## src/design/psg_voice_pkg.sv

```systemverilog
`default_nettype none

package psg_voice_pkg;

	// ============================================================
	// Voice datapath widths
	// ============================================================

	localparam int PHASE_W = 16;
	localparam int SAMPLE_W = 12;
	localparam int VOL_W = 4;

	// Phase accumulator, wraps modulo 2^16
	typedef logic [PHASE_W-1:0] phase_t;

	// Phase increment added once per sample period
	typedef logic [PHASE_W-1:0] freq_t;

	// Unsigned wave table sample
	typedef logic [SAMPLE_W-1:0] sample_t;

	// Volume, 0 is silent and 15 is 15/16 of full scale
	typedef logic [VOL_W-1:0] volume_t;

	// ============================================================
	// Voice engine sequencer
	// ============================================================

	// IDLE while disabled, STEP while waiting for the next tick,
	// FETCH while walking the voices, FLUSH while the last read is in flight
	typedef enum logic [1:0] {
		IDLE,
		STEP,
		FETCH,
		FLUSH
	} engine_state_e;

endpackage

`default_nettype wire

```

## src/design/psg_mixer.sv

```systemverilog
`default_nettype none

module psg_mixer #(
	parameter int NUM_VOICES = 3,
	localparam int VOICE_W = (NUM_VOICES > 1) ? $clog2(NUM_VOICES) : 1,
	localparam int MIX_W = psg_voice_pkg::SAMPLE_W + $clog2(NUM_VOICES)
) (
	input  wire clk_i,
	input  wire arst_n_i,
	input  wire psg_voice_pkg::sample_t sample_i,
	input  wire sample_valid_i,
	input  wire [VOICE_W-1:0] voice_i,
	input  wire frame_end_i,
	input  wire [NUM_VOICES*psg_voice_pkg::VOL_W-1:0] volume_i,
	output logic [MIX_W-1:0] mix_o,
	output logic mix_valid_o
);
	import psg_voice_pkg::*;

	localparam int PROD_W = SAMPLE_W + VOL_W;

	volume_t vol;
	logic [PROD_W-1:0] product;
	sample_t scaled;
	logic [MIX_W-1:0] acc;
	logic [MIX_W-1:0] sum_next;

	// ============================================================
	// Volume scaling
	// ============================================================

	// Pick the volume of the voice whose sample is arriving
	assign vol = volume_i[voice_i*VOL_W +: VOL_W];

	// Full-width product, then drop four bits so that volume 15
	// gives 15/16 of the sample
	assign product = sample_i * vol;
	assign scaled = product[PROD_W-1:VOL_W];

	// ============================================================
	// Frame accumulation
	// ============================================================

	// Voice 0 opens a new frame and discards the previous sum
	// The extra log2 bits of MIX_W keep the total from overflowing
	assign sum_next = ((voice_i == '0) ? '0 : acc) + MIX_W'(scaled);

	always_ff @(posedge clk_i or negedge arst_n_i)
	begin
		if (!arst_n_i)
		begin
			acc <= '0;
			mix_o <= '0;
			mix_valid_o <= 1'b0;
		end
		else
		begin
			mix_valid_o <= frame_end_i;
			if (sample_valid_i)
				acc <= sum_next;
			// mix_o only changes at the end of a frame
			if (frame_end_i)
				mix_o <= sum_next;
		end
	end

	// Frames are at least a sample period apart
	a_valid_pulse : assert property (
		@(posedge clk_i) disable iff (!arst_n_i)
		mix_valid_o |=> !mix_valid_o
	) else $error("mix_valid_o high on two adjacent cycles");

endmodule

`default_nettype wire

```

## config.mk

```make
export PLATFORM = sky130hd
export DESIGN_NAME = psg_mixer
export DESIGN_NICKNAME = d
export VERILOG_FILES = /design/src/design/psg_voice_pkg.sv /design/src/design/psg_mixer.sv
export SDC_FILE = /design/constraint.sdc
export NUM_CORES = 1
export LEC_CHECK = 0
export ABC_AREA = 1
export BUFFER_PORTS_ARGS = -buffer_cell sky130_fd_sc_hd__buf_4
export CAP_MARGIN = 0
export CELL_PAD_IN_SITES_DETAIL_PLACEMENT = 1
export CELL_PAD_IN_SITES_GLOBAL_PLACEMENT = 1
export CORE_ASPECT_RATIO = 0.5
export CORE_MARGIN = 2
export CORE_UTILIZATION = 36
export CTS_BUF_LIST = sky130_fd_sc_hd__clkbuf_16
export CTS_CLUSTER_SIZE = 16
export DETAILED_ROUTE_END_ITERATION = 8
export GPL_ROUTABILITY_DRIVEN = 0
export HOLD_SLACK_MARGIN = 0.08
export PLACE_DENSITY_LB_ADDON = 0.1
export SLEW_MARGIN = 20
export SYNTH_ARGS = -nofsm -noshare
export SYNTH_HDL_FRONTEND = slang
export SYNTH_SLANG_ARGS = --single-unit
```

## constraint.sdc

```tcl
create_clock -name clk_i -period 5.2 [get_ports clk_i]
set_clock_uncertainty 0.05 [all_clocks]
set_input_delay 0.52 -clock clk_i [delete_from_list [all_inputs] [get_ports clk_i]]
set_output_delay 0.52 -clock clk_i [all_outputs]
set_load 0.05 [all_outputs]
```

### Word level (Yosys, flattened, before mapping)

Cells that the tools add are included.

| word-level totals | value |
|---|---|
| register bits | 29 |
| input bits | 30 |
| output and inout bits | 15 |

| cells by class | value |
|---|---|
| add/sub/neg operators | 1 |
| multiply operators | 1 |
| shift operators | 1 |
| mux-type cells | 1 |
| reductions and logical operators | 1 |

Operators by type and width:

| operator | number |
|---|---|
| 12-bit by 4-bit multiplier with 16-bit output | 1 |
| 14-bit by 12-bit adder with 14-bit output | 1 |
| 14-bit 2-to-1 mux | 1 |
| 12-bit by 5-bit variable part select with 4-bit output | 1 |
| 2-bit logical NOT | 1 |

### Longest topological paths before layout

Gate-level depths: netlist of run 1.

| depth | value |
|---|---|
| depth after elaboration | 3 |
| mapped depth | 28 |
| depth with buffers taken out | 28 |

### Worst setup path after synthesis of run 1

Ideal clock, no wire load.

| timing | value |
|---|---|
| path kind | in2reg |
| from | in voice_i[0] |
| to | reg acc[8] |
| setup time | 131 ps |
| arrival time | 4481 ps |
| required time | 5019 ps |
| setup slack | 538 ps |
| stages | 22 |
| path buffers | 0 |
| path through | or2_2 > o211ai_1 > o21ai_0 > clkinv_1 > nor2_1 > fa_1 > inv_1 > fa_1 > inv_1 > ha_1 > a21oi_1 > o21a_1 > nand2_2 > xor2_1 > ha_1 > a21oi_1 > nand2_1 > a21boi_2 > o21ai_0 > or2_1 > nand3_1 > o21ai_0 |

| between the ends | value |
|---|---|
| cells in the longest elaborated chain, start to end | 3 |

RTL lines:

| what | RTL line | text |
|---|---|---|
| from (decl) | psg_mixer.sv:12 | `input wire [VOICE_W-1:0] voice_i,` |
| 12-bit by 5-bit variable part select with 4-bit output / 2-bit logical NOT (equally long branches) | psg_mixer.sv:33, psg_mixer.sv:46 |  |
| 12-bit by 4-bit multiplier with 16-bit output / 14-bit 2-to-1 mux (equally long branches) | psg_mixer.sv:37, psg_mixer.sv:46 |  |
| 14-bit by 12-bit adder with 14-bit output (*) | psg_mixer.sv:46 | `assign sum_next = ((voice_i == '0) ? '0 : acc) + MIX_W'(scaled);` |
| to (signal assigned) | psg_mixer.sv:60 | `acc <= sum_next;` |
| to (decl) | psg_mixer.sv:25 | `logic [MIX_W-1:0] acc;` |

Every way passes the cells marked *; elsewhere a longest branch is shown, timed or not.
A chain may end at the register's enable or synchronous reset.

### Worst setup path after layout of run 1

| timing | value |
|---|---|
| from | in voice_i[0] |
| to | reg acc[13] |

Same word-level chain as after synthesis.

==> results of run 1 <==
-- flip-flops by register name, summed over array words and instances, names as in the netlist --
signal and flops:
mix_o 14, acc 14, mix_valid_o 1
-- final cells by class --
class	instances	area [um2]
fillers	1170	4820
multi-input cells	373	2330
flip-flops and latches	29	726
repair buffers	54	405
inverters	95	357
well taps	117	146
clock buffers	5	125
clock inverters	3	37.5
-- stage by stage --
stage / std cells / instance area [um2] / hold slack (ns) / setup WS, ns / total power [mW]
2_1_floorplan: 502 / 3400 / 0.174 / 0.538 / 1.34
3_3_place_gp: 665 / 3910 / 0.407 / -0.0258 / 1.71
3_5_place_dp: 665 / 3910 / 0.411 / -0.109 / 1.73
4_1_cts: 673 / 4070 / 0.133 / 0.151 / 2.07
5_1_grt: 676 / 4130 / 0.143 / -0.00356 / 2.27
6_report: 676 / 4130 / 0.114 / 0.342 / 2.08
-- report_power, final --
group	internal, mW	total (mW)	switching (mW)
Sequential	0.333	0.378	0.0445
Clock	0.222	0.325	0.103
Combinational	0.480	1.37	0.894
-- worst max-delay path, cell delays in order --
cell and delay [ns]:
buf_4 0.13, or2_2 0.29, o211ai_1 0.09, o21ai_0 0.16, inv_2 0.16, nor2_1 0.09
fa_1 0.54, inv_1 0.06, fa_1 0.53, inv_1 0.04, ha_1 0.40, nand2_2 0.13
nor4_2 0.24, nand3_1 0.15, nand3_1 0.10, nand2_1 0.10, ha_1 0.43, nand2_1 0.12
nor3_2 0.21, o21ai_0 0.16, nand3_1 0.12, nand2_1 0.07, nand3_1 0.07, o21ai_0 0.08
-- layer usage --
metal  up-vias  track usage [%]
met5         -                0
met4         0             3.33
met3         7             2.43
met2        53             33.9
met1      1546             27.8
li1       1696                -
-- Yosys cell counts, types with 2 or more instances --
cell type	n	area, um2
nand2_1	119	447
ha_1	30	375
xor2_1	4	35.0
a21oi_2	2	17.5
o21a_1	3	22.5
nand4_1	6	37.5
nor2_1	57	214
nand3b_1	2	15.0
dfrtp_1	29	726
o211ai_1	2	15.0
xnor2_1	7	61.3
inv_2	2	7.51
o21ai_0	31	155
a21oi_1	26	130
clkbuf_1	4	15.0
nand3_1	38	190
inv_1	90	338
or2_2	3	18.8
nand3_2	2	20.0
nand2_2	5	31.3
clkinv_1	3	11.3
o21bai_1	2	15.0
fa_1	20	400
nor3_1	4	20.0
-- repair_timing --
item / 4_1_cts / 5_1_grt
endpoints found under the setup margin: 0 / 14
gates resized for setup: 0 / 13
buffers inserted: 0 / 3
-- cells by family after synthesis --
| logic type | share of synthesized area, % |
|---|---|
| buffers and inverters | 11.1 |
| flip-flops | 21.3 |
| AND/OR/NAND/NOR | 30.3 |
| AO/OA/AOI/OAI | 11.6 |
| XOR/XNOR | 2.83 |
| adder cells (fa/ha/maj) | 22.8 |
-- worst max-delay path by stage --
stage,start,end,cells after the start
2_1_floorplan,voice_i[0],acc[8]$_DFFE_PN0P_,22
3_3_place_gp,voice_i[0],acc[13]$_DFFE_PN0P_,25
3_5_place_dp,voice_i[0],acc[13]$_DFFE_PN0P_,26
4_1_cts,voice_i[0],acc[13]$_DFFE_PN0P_,26
5_1_grt,voice_i[0],acc[11]$_DFFE_PN0P_,24
6_report,voice_i[0],acc[13]$_DFFE_PN0P_,24
==> flow_summary.yaml, run 1 <==
routing:
  drc: 0
  wl_per_cell_um: 13.8
  postRouteAntennaNets: 0
  wl_met2_um: 4070
  dr_total_vias: 3302
  viasPerCell: 4.88
  wl_met1_um: 4940
  drt_iter0_markers: 97
  drt-pass1-iter-count: 4
  dr_wl_met3_um: 286
  routed_wl_um: 9350
  top_layer: "met4"
floorplanning:
  ios: 45
  coreArea_um2: 8950
  initial_core_util_pct: 38.0
  num_rows: 24
  die_area_um2: 10300
  die_h_um: 72.7
  die-width_um: 141
layout:
  drive_gt1_share_pct: 15.7
  final_cell_mix: "nand2_1 (118), inv_1 (91), nor2_1 (57)"
  antenna_cells: 0
  area_growth_pct: 21.5
  final_common_cell: "nand2_1"
  final_util_pct: 46.2
  num-nets-final: 638
status:
  status: "completed"
synthesis:
  synth_edf_count: 0
  yosys_most_used_dff: "dfrtp_1"
  syn_area_per_cell_um2: 6.77
  synth.distinct_cells: 35
  yosysWarnings: 0
  synth_cells: 502
  synth_area_um2: 3400
  synth_nets: 582
  postSynth.asyncResetShare_pct: 100
  ys_seq_elements: 29
  synth_seq_area_share_pct: 21.3
global_route:
  grt_pass1_vias: 3386
  grt_use_total_pct: 19.8
  grt-ovfl-total: 0
  antenna_found_initial: 0
  grt_max_degree: 30
  grt_pass1_wl_um: 16200
cts:
  clockRootBuffer: "clkbuf_16"
  cts_tree: "done"
  insertion_delay_ns: 0.28
  cts_max_level: 2
  cts.sinks: 29
  cts_max_path_buffers: 2
  hold_buffers: 0
  cts_buffers: 5
  clk_pin_slew_ns: 0.05
worst_setup_path:
  worst_ep_required_time_ns: 5.31
  reg2reg_depth: 11
  r2r_end: "acc[8]$_DFFE_PN0P_"
  end_kind: "flop"
  reg2reg_from: "acc[0]$_DFFE_PN0P_"
  cp_max_fo: 8
  r2r_slack_ns: 3.00
  worstSetupPathType: "in -> reg"
  critPathArrivalTime_ns: 4.96
  crit_path_start_kind: "primary input"
placed_design:
  portBuffers: 44
  dp_hpwl_um: 7840
timing:
  min_period_ns: 4.86
  finalHoldViolCount: 0
  max_freq_mhz: 206
  final.period_utilization_pct: 93.4
  slew_viol_final: 0
  slew_headroom_pct: 64.1
  finalSetupViolCount: 0
  tightest_slew_ns: 0.535
  fin_setup_tns_ns: 0
pwr:
  ir_drop_mv: 0.167
  powerDensity_nw_per_um2: 503
  leakagePower_nw: 2.27
min_path:
  hp-class: "in -> async"
run:
  cap_violations: 0
Note: power is estimated with default switching activity, not from simulation.
==> run 2: changes to the inputs <==
- ABC_AREA: 1 -> unset
- CTS_BUF_LIST: sky130_fd_sc_hd__clkbuf_16 -> sky130_fd_sc_hd__clkbuf_2
==> run 2 against run 1 <==
Against the previous run:
- utilization up 3.7 points
- global-route usage down 0.084 points
- design area up 6.6%
- count of clock-buffer cells in the layout up 1
- die area down 2.3%
- critical path depth unchanged
- final cell count down 13%
- synthesized cell count down 25%
- maximum frequency down 3.8%
- first-iteration DRC count down 6.2%
- synthesized area down 2.4%
- critical endpoint is now acc[12]$_DFFE_PN0P_
- largest cell class unchanged
- largest power group unchanged
==> flow_summary.yaml, run 2 <==
status:
  status: "completed"
routing:
  drt-pass1-iter-count: 4
  drt_iter0_markers: 91
  viasPerCell: 5.17
  postRouteAntennaNets: 0
  drc: 0
  dr_total_vias: 3043
  routed_wl_um: 9710
  wl_per_cell_um: 16.5
worst_setup_path:
  critPathSlowestCell: "fa_1"
  crit_path_start_kind: "primary input"
  worst_ep_required_time_ns: 5.43
  cp_max_fo: 5
  cp_common_cell: "buf_4"
  end_kind: "flop"
  crit_chain: "buf_4 -> nor2b_1 -> nand2_1 -> o21ai_0 -> buf_4 -> and2_1 -> fa_1 -> inv_1 -> fa_1 -> inv_1 -> ha_1 -> or3_4 -> a41oi_4 -> buf_6 -> o21ai_2 -> a2111o_1 -> nand3_2 -> ha_4 -> a21o_1 -> a21o_1 -> a221oi_4 -> buf_4 -> nand4_1 -> o211a_1"
  cpPeakStageDelay_ns: 0.53
  critPathTopFamily: "compound AO/OA/AOI/OAI gates"
  critPathArrivalTime_ns: 5.28
  worstSetupPathType: "in -> reg"
  worstPathBufferInverterCount: 6
synthesis:
  synth_edf_count: 0
  synthTopCellsByArea: "dfrtp_1 (22%), fa_1 (12%), ha_1 (11%), and2_1 (7.7%), mux2_2 (5.4%)"
  yosys-top-cells-count: "inv_1 (47), and2_1 (41), nand2_1 (36), ha_1 (30), dfrtp_1 (29)"
  synth.distinct_cells: 47
  post-synth-top-area-fraction_pct: 21.9
  yosys_most_used_dff: "dfrtp_1"
  synth_top_family_by_area: "adder cells"
  synth_cells: 376
  yosys.area_share.adder_pct: 23.4
  synth_nets: 456
  yosysWarnings: 0
  synth_most_common_cell: "inv_1"
  postSynth.asyncResetShare_pct: 100
  synth_mux_area_share_pct: 7.24
  yosys.area_share.simple_pct: 18.9
  synth_xor_area_share_pct: 5.02
  synth_area_um2: 3320
  synth_seq_area_share_pct: 21.9
  syn_area_per_cell_um2: 8.82
  ys_seq_elements: 29
  yosys.area.top_type: "dfrtp_1"
  synth_compound_area_share_pct: 16.6
layout:
  antenna_cells: 0
  drive_gt1_share_pct: 32.4
  final_common_cell: "buf_4"
  final_util_pct: 49.9
  fin_cells: 589
  final_cell_mix: "buf_4 (98), inv_1 (46), and2_1 (39)"
  num-nets-final: 551
  area_growth_pct: 32.7
  top_regs: "acc (14), mix_o (14), mix_valid_o (1)"
cts:
  insertion_delay_ns: 0.37
  cts_max_path_buffers: 2
  cts_max_level: 2
  cts_buffers: 5
  cts.sinks: 29
  clk_pin_slew_ns: 0.16
  clockRootBuffer: "clkbuf_2"
  cts_tree: "done"
floorplanning:
  initial_core_util_pct: 37.6
  num_rows: 24
  ios: 45
  die_h_um: 71.9
  coreArea_um2: 8830
  die-width_um: 140
  die_area_um2: 10000
pwr:
  ir_drop_mv: 0.286
  leakagePower_nw: 2.21
  powerDensity_nw_per_um2: 501
  total_power_mw: 2.21
timing:
  slew_headroom_pct: 74.0
  finalHoldViolCount: 0
  fin_setup_tns_ns: 0
  final.period_utilization_pct: 97.1
  setup_ws_ns: 0.151
  tightest_slew_ns: 0.390
  finalSetupViolCount: 0
  max_freq_mhz: 198
  slew_viol_final: 0
  min_period_ns: 5.05
placed_design:
  dp_hpwl_um: 7680
  dp.cells: 575
  portBuffers: 44
  dp_slack_ns: -0.377
global_route:
  antenna_found_initial: 0
  grt_use_total_pct: 19.7
  grt-ovfl-total: 0
  grt_pass1_vias: 3282
  grt_pass1_wl_um: 16100
  grt_max_degree: 30
run:
  cap_violations: 0
min_path:
  hp-class: "in -> reg"
==> run 2: cell types whose count changed in the layout (fill, tap and decap cells not counted), sizes merged, moves of 8 or more <==
cell	delta
nor2	-49
mux2	+16
nand3	-30
o21ai	-18
and2	+40
nand2	-89
a21o	+8
buf	+46
inv	-48
==> run 2: timing repair <==
| action | 4_1_cts | 5_1_grt |
|---|---|---|
| pin swaps | 0 | 22 |
| gates resized for setup | 1 | 29 |
| endpoints found under the hold margin | 29 | 0 |
| buffers inserted | 0 | 5 |
| endpoints found under the setup margin | 1 | 18 |
| gates cloned | 0 | 0 |
| hold buffers | 1 | 0 |
==> run 2: final timing paths <==
kind,from,depth (start not counted),slack [ns],to
max,voice_i[1],24,0.15,acc[12]$_DFFE_PN0P_
min,frame_end_i,1,0.35,mix_valid_o$_DFF_PN0_
max reg2reg,acc[0]$_DFFE_PN0P_,10,2.73,acc[6]$_DFFE_PN0P_
min reg2reg,acc[3]$_DFFE_PN0P_,1,0.47,acc[3]$_DFFE_PN0P_
max in group asynchronous,arst_n_i,2,4.28,acc[3]$_DFFE_PN0P_
min in group asynchronous,arst_n_i,2,0.54,mix_o[10]$_DFFE_PN0P_
==> run 2: report_power, final <==
part,internal [mW],leakage (nW),switching [mW]
registers,0.334,0.351,0.0531
logic,0.748,1.82,0.904
clock network,0.0821,0.0406,0.0860
==> run 2: kinds of logic (layout without fill, tap and decap cells) <==
kind of cell               count (synthesis)  after routing
xor gates and xnor gates                  19             19
buffers and inverters                     60            156
AOI/OAI and AO/OA                         77             77
and+or+nand+nor                          119            119
adders and majority gates                 50             50
muxes                                     22             22
DFF                                       29             29
==> run 2: layer usage <==
| layer | vias to the layer above | GRT usage, % | wire [um] | share of wire, % |
|---|---|---|---|---|
| met3 | 5 | 2.21 | 211 | 2.2 |
| li1 | 1473 | - | - | - |
| met4 | 0 | 2.44 | 43 | 0.44 |
| met2 | 37 | 33.7 | 4600 | 47 |
| met5 | - | 0 | 0 | 0 |
| met1 | 1528 | 28.1 | 4850 | 50 |
==> run 2: worst reg2reg max path, stage by stage, from the launching register on <==
cell and delay (ns):
dfrtp_1 0.41, and2_1 0.15, ha_1 0.21, fa_1 0.40
a21o_1 0.17, a21oi_1 0.24, buf_4 0.17, o21bai_1 0.06
a21oi_1 0.18, xnor2_1 0.10, mux2_2 0.26
==> run 2: area by class of cell <==
| class | count | area, um2 |
|---|---|---|
| fillers | 1065 | 4430 |
| well taps | 117 | 146 |
| multi-input cells | 287 | 2520 |
| repair buffers | 101 | 768 |
| flip-flops and latches | 29 | 726 |
| inverters | 47 | 176 |
| clock inverters | 2 | 33.8 |
| clock buffers | 6 | 30.0 |
==> run 2: through the flow <==
step,area (um2),hold WS (ns)
2_1_floorplan,3340,0.174
3_3_place_gp,4140,0.419
3_5_place_dp,4140,0.428
4_1_cts,4230,0.336
5_1_grt,4400,0.320
6_report,4400,0.347
==> run 3: changes to the inputs <==
- CORE_UTILIZATION: 36 -> 49
==> run 3 against run 2 <==
Against the previous run:
- the flow now finishes with violations (setup timing)
- final cell count decreased by 4.4%
- flip-flop and latch count unchanged
- die area decreased by 25%
- count of clock-buffer cells in the layout unchanged
- combinational power increased by 15%
- via count increased by 13%
- clock power increased by 6%
- critical path depth unchanged
- utilization increased by 18 points
- first-iteration DRC count increased to 3.2 times the previous value
==> flow_summary.yaml, run 3 (synthesis gave the netlist of run 2 again) <==
status:
  status: "finished with violations"
  violations: "setup timing"
worst_setup_path:
  crit_path_end: "acc[12]$_DFFE_PN0P_"
  critPathArrivalTime_ns: 5.70
  r2r_end: "mix_o[6]$_DFFE_PN0P_"
  end_kind: "flop"
  crit_path_start_kind: "primary input"
  reg2reg_depth: 10
  reg2reg_from: "acc[0]$_DFFE_PN0P_"
  r2r_slack_ns: 2.64
  crit_start: "voice_i[0]"
  worstSetupPathType: "in -> reg"
  cp_max_fo: 9
  worst_ep_required_time_ns: 5.48
placed_design:
  portBuffers: 44
  placed_cell_area_um2: 4060
  dp_hpwl_um: 8200
  dp.cells: 543
routing:
  dr_total_vias: 3451
  routed_wl_um: 14200
  drt-pass1-iter-count: 4
  postRouteAntennaNets: 0
  wl_per_cell_um: 25.2
  viasPerCell: 6.13
  drc: 0
  drt_iter0_markers: 287
timing:
  tightest_slew_ns: 0.434
  timing.hold.ws_ns: 0.312
  min_period_ns: 5.42
  finalSetupViolCount: 13
  finalHoldViolCount: 0
  slew_headroom_pct: 70.7
  final.period_utilization_pct: 104
  slew_viol_final: 0
  max_freq_mhz: 185
  setup_ws_ns: -0.218
floorplanning:
  initial_core_util_pct: 50.1
  ios: 45
  die-width_um: 120
  die_area_um2: 7490
  die_h_um: 62.2
  coreArea_um2: 6620
  num_rows: 21
pwr:
  power_frac_comb_pct: 76.3
  powerDensity_nw_per_um2: 550
  ir_drop_mv: 0.357
  total_power_mw: 2.48
  leakagePower_nw: 2.23
  swShare_pct: 50.5
  switchingPower_mw: 1.25
  clock_power_share_pct: 7.2
  p_seq_share_pct: 16.5
  p_int_mw: 1.23
layout:
  drive_gt1_share_pct: 36.7
  design_area_um2: 4510
  final_common_cell: "buf_4"
  multi_input_area_um2: 2680
  num-nets-final: 550
  fill_cells: 749
  final_cell_mix: "buf_4 (95), inv_1 (47), and2_1 (37)"
  antenna_cells: 0
  fin_cells: 563
  area_growth_pct: 36.0
  regArea_um2: 726
  final_util_pct: 68.2
  top_regs: "acc (14), mix_o (14), mix_valid_o (1)"
cts:
  cts_buffers: 5
  clk_pin_slew_ns: 0.18
  cts_max_level: 2
  clockRootBuffer: "clkbuf_2"
  insertion_delay_ns: 0.43
  cts_tree: "done"
  cts.sinks: 29
  cts_max_path_buffers: 2
min_path:
  worstHoldStart: "frame_end_i"
  hp-class: "in -> reg"
global_route:
  grt-ovfl-total: 0
  grt_pass1_vias: 3654
  grt_pass1_wl_um: 17900
  grt_use_total_pct: 30.2
  antenna_found_initial: 0
  grt_max_degree: 30
run:
  cap_violations: 0
-- run 3: changes by cell type in the layout (fill, tap and decap cells not counted), moves of 3 or more --
cell	change
a21oi_1	-7
a21oi_2	+7
buf_4	-3
ha_1	-3
xnor2_1	-3
xnor2_2	+3
-- run 3: cell type report --
| cell class | instances | share of cell area, % |
|---|---|---|
| multi-input combinational | 288 | 59.4 |
| timing repair buffer | 99 | 16.6 |
| sequential | 29 | 16.1 |
| inverter | 47 | 3.91 |
| tap | 92 | 2.55 |
| clock inverter | 2 | 0.749 |
| clock buffer | 6 | 0.665 |
-- run 3: worst max-delay path, cell delays in order --
cell and delay (ns):
buf_6 0.11, mux2i_1 0.24, o21ai_1 0.09, buf_4 0.17
and2_1 0.18, fa_1 0.55, inv_1 0.07, fa_1 0.55
inv_1 0.09, ha_1 0.34, and4_1 0.24, a21o_1 0.19
a21oi_2 0.20, buf_4 0.16, o21a_1 0.16, o21ai_1 0.13
xor2_1 0.19, ha_1 0.31, and3_4 0.20, and2_4 0.17
buf_4 0.11, nand4_1 0.23, a211o_1 0.34, o211a_1 0.13
-- run 3: what timing repair did --
action,CTS,global route
hold buffers,1,0
pin swaps,1,29
setup buffers,0,9
gates resized for setup,3,56
endpoints found under the hold margin,29,0
setup endpoints to repair,3,18
gates cloned,0,2
-- run 3: layer usage --
metal / GRT usage (%) / share of wire [%] / up-vias
li1: - / - / 1466
met1: 36.6 / 38 / 1738
met2: 55.0 / 50 / 172
met3: 5.33 / 6.1 / 75
met4: 8.43 / 5.7 / 0
met5: 0 / 0 / -
-- run 3: stage by stage --
stage,TNS (ns),worst slack (ns)
2_1_floorplan,0,0.000436
4_1_cts,0,0.0126
6_report,-1.26,-0.218
5_1_grt,-2.35,-0.300
3_5_place_dp,-5.17,-0.381
3_3_place_gp,-0.970,-0.135
-- run 3: worst min path at each step --
stage / to / slack [ns] / depth (start not counted)
detailed placement: mix_o[9]$_DFFE_PN0P_ / 0.43 / 1
floorplan: acc[0]$_DFFE_PN0P_ / 0.17 / 0
global route: mix_valid_o$_DFF_PN0_ / 0.28 / 1
global placement: mix_o[9]$_DFFE_PN0P_ / 0.41 / 1
finish: mix_valid_o$_DFF_PN0_ / 0.31 / 1
CTS: mix_valid_o$_DFF_PN0_ / 0.34 / 1
-- run 3: power by group through the flow --
stage          Clock (mW)  Sequential (mW)  Combinational (mW)
2_1_floorplan           0            0.560               0.818
3_3_place_gp            0            0.386                1.46
3_5_place_dp            0            0.398                1.58
4_1_cts             0.170            0.395                1.61
5_1_grt             0.187            0.415                1.99
6_report            0.178            0.408                1.89
